==> src/spi_pkg.sv <==
`default_nettype none

package spi_pkg;

  // One byte on the SPI wire
  typedef logic [7:0] spi_byte_t;

  // Per-channel configuration
  // [3:2] speed select, [1] CPOL, [0] CPHA
  typedef logic [3:0] spi_conf_t;

  // Transceiver FSM
  typedef enum logic [1:0] {
    XCVR_IDLE,
    XCVR_START,  // SCLK still idle, first bit on MOSI
    XCVR_LEAD,
    XCVR_TRAIL
  } xcvr_state_t;

  // SCLK half-period rates per speed select
  localparam int unsigned SPEED0_HZ = 1_000_000;
  localparam int unsigned SPEED1_HZ = 10_000_000;
  localparam int unsigned SPEED2_HZ = 20_000_000;
  localparam int unsigned SPEED3_HZ = 30_000_000;

  // Field positions inside spi_conf_t
  localparam int unsigned CONF_CPHA_BIT = 0;
  localparam int unsigned CONF_CPOL_BIT = 1;
  localparam int unsigned CONF_SPEED_LSB = 2;

  // Bits per transfer
  localparam int unsigned XFER_BITS = 8;

endpackage

`default_nettype wire

==> src/spi_xcvr.sv <==
`timescale 1ns/10ps
`default_nettype none

module spi_xcvr #(
  parameter int unsigned CLK_FREQ_HZ = 100_000_000
) (
  input  logic              clk_i,
  input  logic              rst_i,
  input  spi_pkg::spi_conf_t conf,
  input  logic              start,
  input  spi_pkg::spi_byte_t tx,
  output spi_pkg::spi_byte_t rx,
  output logic              done,
  input  logic              miso,
  output logic              mosi,
  output logic              sclk
);

  import spi_pkg::*;

  // Divider per speed select, never below one clock
  localparam int unsigned DIV0 = (CLK_FREQ_HZ / SPEED0_HZ > 0) ? CLK_FREQ_HZ / SPEED0_HZ : 1;
  localparam int unsigned DIV1 = (CLK_FREQ_HZ / SPEED1_HZ > 0) ? CLK_FREQ_HZ / SPEED1_HZ : 1;
  localparam int unsigned DIV2 = (CLK_FREQ_HZ / SPEED2_HZ > 0) ? CLK_FREQ_HZ / SPEED2_HZ : 1;
  localparam int unsigned DIV3 = (CLK_FREQ_HZ / SPEED3_HZ > 0) ? CLK_FREQ_HZ / SPEED3_HZ : 1;
  localparam int CNT_W = (DIV0 > 1) ? $clog2(DIV0) : 1;  // Speed 0 is the slowest

  xcvr_state_t state;
  xcvr_state_t state_next;
  logic [8:0] buffer;
  logic [8:0] buffer_next;
  logic       sclk_next;
  logic [2:0] bits;
  logic [2:0] bits_next;

  logic [CNT_W-1:0] cnt;
  logic [CNT_W-1:0] div_sel;
  logic             tick;

  logic [1:0] speed_sel;
  logic       cpol;
  logic       cpha;

  assign speed_sel = conf[CONF_SPEED_LSB +: 2];
  assign cpol = conf[CONF_CPOL_BIT];
  assign cpha = conf[CONF_CPHA_BIT];

  assign done = (state == XCVR_IDLE);
  assign mosi = buffer[8];
  assign rx = cpha ? buffer[7:0] : buffer[8:1];  // CPHA 0 ends on a shift, one bit higher

  always_comb begin
    case (speed_sel)
      2'd0: div_sel = CNT_W'(DIV0 - 1);
      2'd1: div_sel = CNT_W'(DIV1 - 1);
      2'd2: div_sel = CNT_W'(DIV2 - 1);
      default: div_sel = CNT_W'(DIV3 - 1);
    endcase
  end

  assign tick = (state != XCVR_IDLE) && (cnt == div_sel);

  always_ff @(posedge clk_i or posedge rst_i) begin
    if (rst_i) begin
      cnt <= '0;
    end else if (state == XCVR_IDLE || tick) begin
      cnt <= '0;
    end else begin
      cnt <= cnt + 1'b1;
    end
  end

  always_ff @(posedge clk_i or posedge rst_i) begin
    if (rst_i) begin
      state <= XCVR_IDLE;
      buffer <= '0;
      sclk <= 1'b0;
      bits <= '0;
    end else begin
      state <= state_next;
      buffer <= buffer_next;
      sclk <= sclk_next;
      bits <= bits_next;
    end
  end

  always_comb begin
    state_next = state;
    buffer_next = buffer;
    sclk_next = sclk;
    bits_next = bits;
    case (state)
      XCVR_IDLE: begin
        sclk_next = cpol;  // Park at idle level
        if (start) begin
          buffer_next = cpha ? {1'b0, tx} : {tx, 1'b0};
          bits_next = 3'(XFER_BITS - 1);
          state_next = XCVR_START;
        end
      end
      XCVR_START: begin
        if (tick) begin
          state_next = XCVR_LEAD;
        end
      end
      XCVR_LEAD: begin
        if (tick) begin
          if (cpha) begin
            buffer_next = {buffer[7:0], 1'b0};  // Shift out on leading edge
          end else begin
            buffer_next[0] = miso;
          end
          sclk_next = ~sclk;
          state_next = XCVR_TRAIL;
        end
      end
      XCVR_TRAIL: begin
        if (tick) begin
          if (cpha) begin
            buffer_next[0] = miso;  // Sample on trailing edge
          end else begin
            buffer_next = {buffer[7:0], 1'b0};
          end
          sclk_next = ~sclk;
          bits_next = bits - 1'b1;
          state_next = (bits == '0) ? XCVR_IDLE : XCVR_LEAD;
        end
      end
      default: state_next = XCVR_IDLE;
    endcase
  end

endmodule

`default_nettype wire

==> src/spi_req_queue.sv <==
`timescale 1ns/10ps
`default_nettype none

module spi_req_queue #(
  parameter int unsigned QUEUE_DEPTH = 4
) (
  input  logic              clk_i,
  input  logic              rst_i,
  input  logic              req_valid,
  input  spi_pkg::spi_byte_t req_data,
  output logic              credit,
  output logic              q_valid,
  output spi_pkg::spi_byte_t q_data,
  input  logic              q_pop
);

  import spi_pkg::*;

  localparam int PTR_W = (QUEUE_DEPTH > 1) ? $clog2(QUEUE_DEPTH) : 1;
  localparam int CNT_W = $clog2(QUEUE_DEPTH + 1);

  spi_byte_t mem [QUEUE_DEPTH];

  logic [PTR_W-1:0] wr_ptr;
  logic [PTR_W-1:0] rd_ptr;
  logic [CNT_W-1:0] count;
  logic             full;
  logic             push;
  logic             pop;

  assign full = (count == CNT_W'(QUEUE_DEPTH));
  assign push = req_valid && !full;  // Dropped only if the host ignores credits
  assign pop = q_pop && q_valid;

  assign q_valid = (count != '0);
  assign q_data = mem[rd_ptr];

  always_ff @(posedge clk_i) begin
    if (push) begin
      mem[wr_ptr] <= req_data;
    end
  end

  always_ff @(posedge clk_i or posedge rst_i) begin
    if (rst_i) begin
      wr_ptr <= '0;
      rd_ptr <= '0;
      count <= '0;
      credit <= 1'b0;
    end else begin
      credit <= pop;  // One credit back per entry handed on
      if (push) begin
        wr_ptr <= (wr_ptr == PTR_W'(QUEUE_DEPTH - 1)) ? '0 : wr_ptr + 1'b1;
      end
      if (pop) begin
        rd_ptr <= (rd_ptr == PTR_W'(QUEUE_DEPTH - 1)) ? '0 : rd_ptr + 1'b1;
      end
      case ({push, pop})
        2'b10: count <= count + 1'b1;
        2'b01: count <= count - 1'b1;
        default: count <= count;
      endcase
    end
  end

endmodule

`default_nettype wire

==> src/spi_arbiter.sv <==
`timescale 1ns/10ps
`default_nettype none

module spi_arbiter (
  input  logic              clk_i,
  input  logic              rst_i,
  input  logic              q_valid_a,
  input  logic              q_valid_b,
  input  spi_pkg::spi_byte_t q_data_a,
  input  spi_pkg::spi_byte_t q_data_b,
  output logic              q_pop_a,
  output logic              q_pop_b,
  input  spi_pkg::spi_conf_t conf_a,
  input  spi_pkg::spi_conf_t conf_b,
  output logic              rsp_valid_a,
  output logic              rsp_valid_b,
  output spi_pkg::spi_byte_t rsp_data_a,
  output spi_pkg::spi_byte_t rsp_data_b,
  output logic              cs_n_a,
  output logic              cs_n_b,
  output logic              start,
  output spi_pkg::spi_byte_t tx,
  output spi_pkg::spi_conf_t conf,
  input  spi_pkg::spi_byte_t rx,
  input  logic              done
);

  import spi_pkg::*;

  typedef enum logic [1:0] {
    ARB_FREE,
    ARB_LAUNCH,
    ARB_WAIT
  } arb_state_t;

  arb_state_t state;
  logic       last_b;  // Also the owner while a byte is in flight
  logic       pick_b;
  logic       grant;
  spi_conf_t  pick_conf;
  spi_byte_t  tx_q;
  spi_conf_t  conf_q;
  spi_byte_t  rsp_q;

  // Prefer the channel that was not served last
  assign pick_b = q_valid_b && (!q_valid_a || !last_b);
  assign pick_conf = pick_b ? conf_b : conf_a;
  assign grant = (state == ARB_FREE) && (q_valid_a || q_valid_b);

  assign q_pop_a = grant && !pick_b;
  assign q_pop_b = grant && pick_b;

  assign start = (state == ARB_LAUNCH);
  assign tx = tx_q;
  // While free, show the candidate's mode so SCLK parks at its CPOL before CS falls
  assign conf = (state == ARB_FREE) ? pick_conf : conf_q;

  assign rsp_data_a = rsp_q;
  assign rsp_data_b = rsp_q;

  always_ff @(posedge clk_i or posedge rst_i) begin
    if (rst_i) begin
      state <= ARB_FREE;
      last_b <= 1'b1;  // Channel a goes first
      cs_n_a <= 1'b1;
      cs_n_b <= 1'b1;
      rsp_valid_a <= 1'b0;
      rsp_valid_b <= 1'b0;
    end else begin
      rsp_valid_a <= 1'b0;
      rsp_valid_b <= 1'b0;
      case (state)
        ARB_FREE: begin
          if (grant) begin
            state <= ARB_LAUNCH;
            last_b <= pick_b;
            cs_n_a <= pick_b;
            cs_n_b <= !pick_b;
          end
        end
        ARB_LAUNCH: begin
          if (done) begin
            state <= ARB_WAIT;  // Start taken this cycle
          end
        end
        ARB_WAIT: begin
          if (done) begin
            state <= ARB_FREE;
            cs_n_a <= 1'b1;
            cs_n_b <= 1'b1;
            rsp_valid_a <= !last_b;
            rsp_valid_b <= last_b;
          end
        end
        default: state <= ARB_FREE;
      endcase
    end
  end

  always_ff @(posedge clk_i) begin
    if (grant) begin
      tx_q <= pick_b ? q_data_b : q_data_a;
      conf_q <= pick_conf;
    end
    if (state == ARB_WAIT && done) begin
      rsp_q <= rx;
    end
  end

endmodule

`default_nettype wire

==> src/spi_subsys_top.sv <==
`timescale 1ns/10ps
`default_nettype none

module spi_subsys_top #(
  parameter int unsigned CLK_FREQ_HZ = 100_000_000,
  parameter int unsigned QUEUE_DEPTH = 4
) (
  input  logic              clk_i,
  input  logic              rst_i,
  input  logic              req_valid_a,
  input  spi_pkg::spi_byte_t req_data_a,
  output logic              credit_a,
  input  spi_pkg::spi_conf_t conf_a,
  output logic              rsp_valid_a,
  output spi_pkg::spi_byte_t rsp_data_a,
  output logic              cs_n_a,
  input  logic              req_valid_b,
  input  spi_pkg::spi_byte_t req_data_b,
  output logic              credit_b,
  input  spi_pkg::spi_conf_t conf_b,
  output logic              rsp_valid_b,
  output spi_pkg::spi_byte_t rsp_data_b,
  output logic              cs_n_b,
  output logic              sclk,
  output logic              mosi,
  input  logic              miso
);

  import spi_pkg::*;

  logic      q_valid_a;
  logic      q_valid_b;
  spi_byte_t q_data_a;
  spi_byte_t q_data_b;
  logic      q_pop_a;
  logic      q_pop_b;

  logic      start;
  logic      done;
  spi_byte_t tx;
  spi_byte_t rx;
  spi_conf_t xcvr_conf;

  spi_req_queue #(.QUEUE_DEPTH(QUEUE_DEPTH)) spi_req_queue_a_i (
    .clk_i(clk_i), .rst_i(rst_i),
    .req_valid(req_valid_a), .req_data(req_data_a), .credit(credit_a),
    .q_valid(q_valid_a), .q_data(q_data_a), .q_pop(q_pop_a)
  );

  spi_req_queue #(.QUEUE_DEPTH(QUEUE_DEPTH)) spi_req_queue_b_i (
    .clk_i(clk_i), .rst_i(rst_i),
    .req_valid(req_valid_b), .req_data(req_data_b), .credit(credit_b),
    .q_valid(q_valid_b), .q_data(q_data_b), .q_pop(q_pop_b)
  );

  spi_arbiter spi_arbiter_i (
    .clk_i(clk_i), .rst_i(rst_i),
    .q_valid_a(q_valid_a), .q_valid_b(q_valid_b),
    .q_data_a(q_data_a), .q_data_b(q_data_b),
    .q_pop_a(q_pop_a), .q_pop_b(q_pop_b),
    .conf_a(conf_a), .conf_b(conf_b),
    .rsp_valid_a(rsp_valid_a), .rsp_valid_b(rsp_valid_b),
    .rsp_data_a(rsp_data_a), .rsp_data_b(rsp_data_b),
    .cs_n_a(cs_n_a), .cs_n_b(cs_n_b),
    .start(start), .tx(tx), .conf(xcvr_conf), .rx(rx), .done(done)
  );

  spi_xcvr #(.CLK_FREQ_HZ(CLK_FREQ_HZ)) spi_xcvr_i (
    .clk_i(clk_i), .rst_i(rst_i),
    .conf(xcvr_conf), .start(start), .tx(tx), .rx(rx), .done(done),
    .miso(miso), .mosi(mosi), .sclk(sclk)
  );

endmodule

`default_nettype wire

==> config.mk <==
export PLATFORM = sky130hd
export DESIGN_NAME = spi_subsys_top
export DESIGN_NICKNAME = d
export VERILOG_FILES = /design/src/spi_pkg.sv /design/src/spi_xcvr.sv /design/src/spi_req_queue.sv /design/src/spi_arbiter.sv /design/src/spi_subsys_top.sv
export SDC_FILE = /design/constraint.sdc
export NUM_CORES = 1
export LEC_CHECK = 0
export BUFFER_PORTS_ARGS = -buffer_cell sky130_fd_sc_hd__buf_2
export CORE_MARGIN = 2
export CORE_UTILIZATION = 62
export CTS_BUF_LIST = sky130_fd_sc_hd__clkbuf_4 sky130_fd_sc_hd__clkbuf_8
export CTS_CLUSTER_DIAMETER = 30
export DETAILED_ROUTE_END_ITERATION = 6
export PLACE_DENSITY = 0.84
export SYNTH_ARGS = -nofsm -noshare
export SYNTH_HDL_FRONTEND = slang
export SYNTH_HIERARCHICAL = 1
export SYNTH_SLANG_ARGS = --single-unit
==> constraint.sdc <==
create_clock -name clk_i -period 4.25 [get_ports clk_i]
set_input_delay 0.85 -clock clk_i [delete_from_list [all_inputs] [get_ports clk_i]]
set_output_delay 0.85 -clock clk_i [all_outputs]
set_load 0.05 [all_outputs]
==> results of run 1 <==
through the flow:
| stage | instance area (sq um) | util | cells | hold slack [ps] |
|---|---|---|---|---|
| 2_1_floorplan | 6002 | - | 399 | 468.7 |
| 3_3_place_gp | 6291 | 0.6744 | 557 | 483.3 |
| 3_5_place_dp | 6291 | 0.6744 | 557 | 511.9 |
| 4_1_cts | 6665 | 0.7146 | 589 | 378.1 |
| 5_1_grt | 6665 | 0.7146 | 589 | 386.4 |
| 6_report | 6665 | 0.7146 | 589 | 393.2 |
flip-flops by register name, summed over array words and instances, names as in the netlist, 2 cells and up:
name / cells
spi_arbiter_i/tx: 8
spi_req_queue_b_i/wr_ptr: 2
spi_req_queue_b_i/mem: 32
spi_xcvr_i/buffer: 9
spi_req_queue_a_i/count: 3
spi_arbiter_i/state: 2
spi_arbiter_i/conf_q: 4
spi_xcvr_i/cnt: 7
spi_xcvr_i/state: 2
spi_req_queue_b_i/rd_ptr: 2
spi_xcvr_i/bits: 3
spi_req_queue_a_i/rd_ptr: 2
spi_req_queue_a_i/mem: 32
spi_req_queue_b_i/count: 3
spi_arbiter_i/rsp_data_a: 8
spi_req_queue_a_i/wr_ptr: 2
worst reg2reg max path, delay by kind of cell (launching register included):
kind            cells  cell delay [ps]
fa+ha+maj           1              240
buf+inv             1               90
compound gates      3             1080
simple gates        2              950
flops               1              410
xor+xnor            1              120
mux                 3              980
synthesized netlist by cell type (2+ instances only):
library cell	n	area share
nor2b_1	2	0.0021
xor2_1	8	0.012
nand2b_1	8	0.0083
mux2_4	16	0.040
or3_4	2	0.0038
nand2_4	2	0.0038
edfxtp_1	84	0.42
nor3_1	6	0.0050
fa_1	2	0.0067
and2_1	10	0.010
buf_2	4	0.0033
mux2i_1	9	0.015
xnor2_1	7	0.010
o211ai_1	8	0.010
o21ai_0	9	0.0075
ha_1	18	0.038
a21oi_1	10	0.0083
dfrtp_1	42	0.18
mux4_2	16	0.060
a31oi_4	2	0.0071
nor2_1	23	0.014
dfstp_2	3	0.013
nand3_1	3	0.0025
inv_1	29	0.018
nand2_1	6	0.0038
buf_4	9	0.011
buf_6	2	0.0038
o22ai_1	3	0.0031
mux2_2	26	0.049
clkbuf_1	10	0.0063
nand3b_1	2	0.0025
worst min path at each step:
stage / startpoint / end / depth (start not counted)
final: rst_i / spi_arbiter_i/state[0]$_DFFE_PP0P_ / 2
after global routing: rst_i / spi_arbiter_i/state[0]$_DFFE_PP0P_ / 2
after CTS: rst_i / spi_arbiter_i/state[1]$_DFFE_PP0P_ / 2
after detailed placement: spi_req_queue_b_i/count[0]$_DFFE_PP0P_ / spi_req_queue_b_i/count[0]$_DFFE_PP0P_ / 1
after global placement: spi_req_queue_a_i/count[0]$_DFFE_PP0P_ / spi_req_queue_a_i/count[0]$_DFFE_PP0P_ / 1
after floorplan: spi_req_queue_a_i/count[0]$_DFFE_PP0P_ / spi_req_queue_a_i/count[0]$_DFFE_PP0P_ / 1
kinds of logic after synthesis:
group | Yosys count | share of synthesized area
AO/OA/AOI/OAI | 41 | 0.04941
XOR/XNOR | 15 | 0.02189
adder cells (fa/ha/maj) | 20 | 0.04420
buffers and inverters | 54 | 0.04273
flip-flops | 129 | 0.6085
multiplexers | 67 | 0.1639
AND/OR/NAND/NOR | 73 | 0.06942
power by group through the flow:
stage | registers [mW] | logic, mW | clock network (mW)
after floorplan | 1.96 | 1.25 | 0
after global placement | 2.05 | 1.42 | 0
after detailed placement | 2.07 | 1.49 | 0
after CTS | 2.05 | 1.50 | 0.986
after global routing | 2.10 | 1.64 | 1.04
final | 2.05 | 1.49 | 0.966
layer usage:
metal / wire length [microns] / share of wire / global-route usage
met5: 0 / 0 / 0
met1: 4284 / 0.43 / 0.2737
met3: 438 / 0.044 / 0.05746
met2: 5219 / 0.52 / 0.3679
met4: 118 / 0.012 / 0.07487
layout make-up:
| cell class | instances | area (sq um) | area share |
|---|---|---|---|
| sequential | 129 | 3652 | 0.5480 |
| multi-input combinational | 216 | 2093 | 0.3141 |
| timing repair buffer | 54 | 275.3 | 0.04130 |
| clock buffer | 18 | 241.5 | 0.03623 |
| tap | 129 | 161.4 | 0.02422 |
| clock inverter | 14 | 132.6 | 0.01990 |
| inverter | 29 | 108.9 | 0.01633 |
==> impl_metrics.yaml, run 1 <==
logic_synthesis:
  syn_nets: 448
  synthFlopType: "edfxtp_1"
  synth.avg_cell_area_sq_um: 15.04
  yosys.cell_types.count: 49
  ys_async_sr_fraction: 0.3488
  ys_ff_latch: 129
  synth_edf_count: 84
  netlist_instances: 399
  synth_area_sq_um: 6002
  ys.warnings.count: 6
  ys_seq_area_frac: 0.6085
detailed_routing:
  viasPerCell: 5.496
  drc: 0
  wl_per_cell_microns: 17.08
  ant_nets: 0
  drt_pre_antenna_iters: 4
  wl_mm: 10.06
  initialDrtViolationCount: 150
  dr_total_vias: 3237
final_layout:
  final_nets: 496
  layout_common_cells: "edfxtp_1, buf_2, dfrtp_1, inv_1, mux2_2"
  fillers: 619
  areaGrowthSynthToFinish_pct: 11.05
  antennaDiodeCount: 0
  layout_commonest_cell: "edfxtp_1"
  layout-drive-gt1-share: 0.3413
worst_setup_path:
  worstSetupEndpoint: "spi_xcvr_i/buffer[5]$_DFFE_PP0P_"
  crit_chain: "or3_4 > a21boi_4 > mux2_4 > mux2_2 > inv_1 > ha_1 > xnor2_1 > or4_1 > a211o_1 > a22o_1 > mux2_4"
  start_kind: "register"
  path_class: "reg2reg"
  path_common_cell: "mux2_4"
  r2r-end: "spi_xcvr_i/buffer[5]$_DFFE_PP0P_"
  cpPeakStageDelay_ps: 490
  cp.buffers_inverters: 1
  cp_data_arrival_time_ps: 4310
  timing.reg2reg.setup_slack_ps: 260
  required_ps: 4570
  timing.rr.start: "spi_req_queue_a_i/count[0]$_DFFE_PP0P_"
  cp-end-kind: "register"
  cp_max_fo: 9
  crit_cells: 11
  ff2ff_path_depth: 11
  startpoint: "spi_req_queue_a_i/count[0]$_DFFE_PP0P_"
  critPathTopFamily: "compound AO/OA/AOI/OAI gates"
  slowest_stage: "or4_1"
timing:
  rsz0062_at_grt: "no"
  tightest_slew_ps: 863.2
  min_period_ps: 3988
  finalHoldViolCount: 0
  fin_worst_skew_ps: 7.061
  fin_ws_ps: 261.8
  max_clock_freq_ghz: 0.2507
  timing.final.crit_share: 0.9384
  setup_viol: 0
  fin_setup_tns_ps: 0
  slew_viol_final: 0
  relSlewSlack: 0.4239
clock_network:
  cts_sinks: 129
  cts_resized: 0
  ctsRootBufferMaster: "clkbuf_8"
  postCtsHoldBufs: 0
  clk_path_buf_depth: 2
  path_clk_slew_ps: 70
  cts_max_level: 4
  numCtsBuffers: 17
  post-cts-setup-buffers: 0
  clkLatencyLatePin_ps: 430
  cts_tree: "yes"
power:
  leakage_nw: 2.750
  ir_worst_vdd_v: 0.0003522
  pwr-share-clk: 0.215
  p_seq_frac: 0.455
  powerDensity_nw_per_um2: 674.8
  switchingPower_mw: 1.538
  power.total_mw: 4.498
  internal_power_mw: 2.960
  combPwrFrac: 0.330
  switching_share: 0.3420
die:
  die_area_sq_um: 10480
  pin_count: 53
  rows: 35
  die_w_microns: 102.4
  start_util: 0.6435
  die_h_microns: 102.4
  core_area_sq_um: 9328
grt:
  grt_overflow_total: 0
  grt_max_degree: 30
  grt_pass1_wl_mm: 16.46
  grt_usage: 0.2171
  grt_pass1_vias: 3344
  antenna_found_initial: 0
place:
  dpl_worst_slack_ps: 287.4
  io_buffers: 52
  hpwlAfterDp_mm: 7.035
  gp_congestion: 0.8482
run_status:
  run_status: "complete, no violations"
worst_hold_path:
  holdCritPathClass: "in2async"
flow_run:
  drv_cap: 0
No activity file was read; power rests on OpenSTA's default activity.
==> inputs of run 2 (changes only) <==
- PLACE_DENSITY: 0.84 -> 0.9
==> run 2 against run 1 <==
Net effect: global-route usage rose by 0.88 points; largest power group unchanged; clock skew grew 1.2 ps; via count is 2.3% higher; count of clock-buffer cells in the layout is 1 lower; utilization up 0.21 points; combinational power hardly changed.
==> impl_metrics.yaml, run 2 (synthesis results as in run 1) <==
place:
  dpl_worst_slack_ps: 317.0
  postPlaceCellArea_sq_um: 6291
  dp.cells: 557
  hpwlAfterDp_mm: 7.167
  io_buffers: 52
  gp_congestion: 0.8298
grt:
  grt_overflow_total: 0
  antenna_found_initial: 0
  grt_max_degree: 30
  grt_pass1_wl_mm: 17.09
  grt_pass1_vias: 3436
  grt_usage: 0.2259
timing:
  relSlewSlack: 0.4255
  tightest_slew_ps: 861.7
  fin_worst_skew_ps: 8.270
  timing.final.crit_share: 0.9330
  whs_ps: 382.1
  slew_viol_final: 0
  finalHoldViolCount: 0
  fin_setup_tns_ps: 0
  max_clock_freq_ghz: 0.2522
  setup_viol: 0
  min_period_ps: 3965
  fin_ws_ps: 284.8
  rsz0062_at_grt: "no"
detailed_routing:
  wl_per_cell_microns: 17.70
  dr_total_vias: 3310
  viasPerCell: 5.620
  drt_pre_antenna_iters: 5
  ant_nets: 0
  initialDrtViolationCount: 157
  wl_mm: 10.43
  drc: 0
die:
  die_area_sq_um: 10480
  rows: 35
  die_h_microns: 102.4
  pin_count: 53
  start_util: 0.6435
  core_area_sq_um: 9328
  die_w_microns: 102.4
clock_network:
  postCtsHoldBufs: 0
  cts_resized: 0
  numCtsBuffers: 17
  post-cts-setup-buffers: 0
  ctsRootBufferMaster: "clkbuf_8"
  cts_tree: "yes"
  cts_max_level: 4
  path_clk_slew_ps: 80
  clkLatencyLatePin_ps: 440
  clk_path_buf_depth: 2
  cts_sinks: 129
power:
  ir_worst_vdd_v: 0.0004499
  switchingPower_mw: 1.562
  internal_power_mw: 3.013
  switching_share: 0.3414
  power.total_mw: 4.575
  powerDensity_nw_per_um2: 684.4
  combPwrFrac: 0.327
  p_seq_frac: 0.449
  leakage_nw: 2.758
  pwr-share-clk: 0.225
worst_setup_path:
  cp_max_fo: 9
  required_ps: 4570
  ff2ff_path_depth: 11
  cp_data_arrival_time_ps: 4290
  path_class: "reg2reg"
  cp-end-kind: "register"
  start_kind: "register"
final_layout:
  reg_top3: "spi_req_queue_a_i/mem (32), spi_req_queue_b_i/mem (32), spi_xcvr_i/buffer (9)"
  finalNonFillerCells: 589
  antennaDiodeCount: 0
  post-route-util: 0.7167
  layout_common_cells: "edfxtp_1, buf_2, dfrtp_1, inv_1, mux2_2"
  final_nets: 496
  layout_commonest_cell: "edfxtp_1"
  areaGrowthSynthToFinish_pct: 11.38
  fillers: 612
  final_area_sq_um: 6685
  layout-drive-gt1-share: 0.3391
flow_run:
  drv_cap: 0
run_status:
  run_status: "complete, no violations"
worst_hold_path:
  holdCritPathClass: "in2async"
[run 2: cell types whose count changed in the layout (fill, tap and decap cells not counted)]
| cell | change |
|---|---|
| bufinv_16 | +1 |
| clkbuf_4 | -1 |
| clkinv_1 | +1 |
| clkinv_4 | -1 |
| inv_6 | -1 |
| inv_8 | +1 |
[run 2: worst paths after layout]
check	slack [ps]	start	to
worst max-delay path	280	spi_req_queue_a_i/count[0]$_DFFE_PP0P_	spi_xcvr_i/buffer[1]$_DFFE_PP0P_
worst min-delay path	380	rst_i	spi_arbiter_i/state[0]$_DFFE_PP0P_
worst max register to register	280	spi_req_queue_a_i/count[0]$_DFFE_PP0P_	spi_xcvr_i/buffer[1]$_DFFE_PP0P_
worst min register to register	500	spi_req_queue_a_i/count[0]$_DFFE_PP0P_	spi_req_queue_a_i/count[0]$_DFFE_PP0P_
max in group asynchronous	3090	rst_i	spi_xcvr_i/sclk$_DFFE_PP0P_
min in group clk_i	500	spi_req_queue_a_i/count[0]$_DFFE_PP0P_	spi_req_queue_a_i/count[0]$_DFFE_PP0P_
[run 2: final cells by class]
type,instances,area [sq um],area share
sequential,129,3652,0.5463
multi-input combinational,216,2093,0.3131
timing repair buffer,54,275.3,0.04118
clock buffer,17,234.0,0.03500
tap,129,161.4,0.02414
clock inverter,15,160.2,0.02396
inverter,29,108.9,0.01628
[run 2: worst max-delay path, cell delays in order (launching register included)]
cell	delay, ps
dfrtp_1	400
or3_4	460
a21boi_4	230
mux2_4	320
mux2_2	290
inv_1	90
ha_1	240
xnor2_1	130
or4_1	490
a211o_1	430
a22o_1	410
mux2_4	360
[run 2: power by group through the flow]
stage	sequential (mW)	combinational (mW)	clock (mW)
floorplan	1.96	1.25	0
global placement	2.05	1.41	0
detailed placement	2.07	1.49	0
CTS	2.05	1.50	1.05
global route	2.10	1.63	1.10
finish	2.05	1.50	1.03
[run 2: per-layer routing]
metal  wire length, microns  vias to the layer above  global-route usage
met5                      0                        -                   0
met4                    176                        0             0.08923
met3                    659                       14             0.07661
met2                   5471                      106              0.3669
met1                   4117                     1642              0.2831
li1                       -                     1548                   -
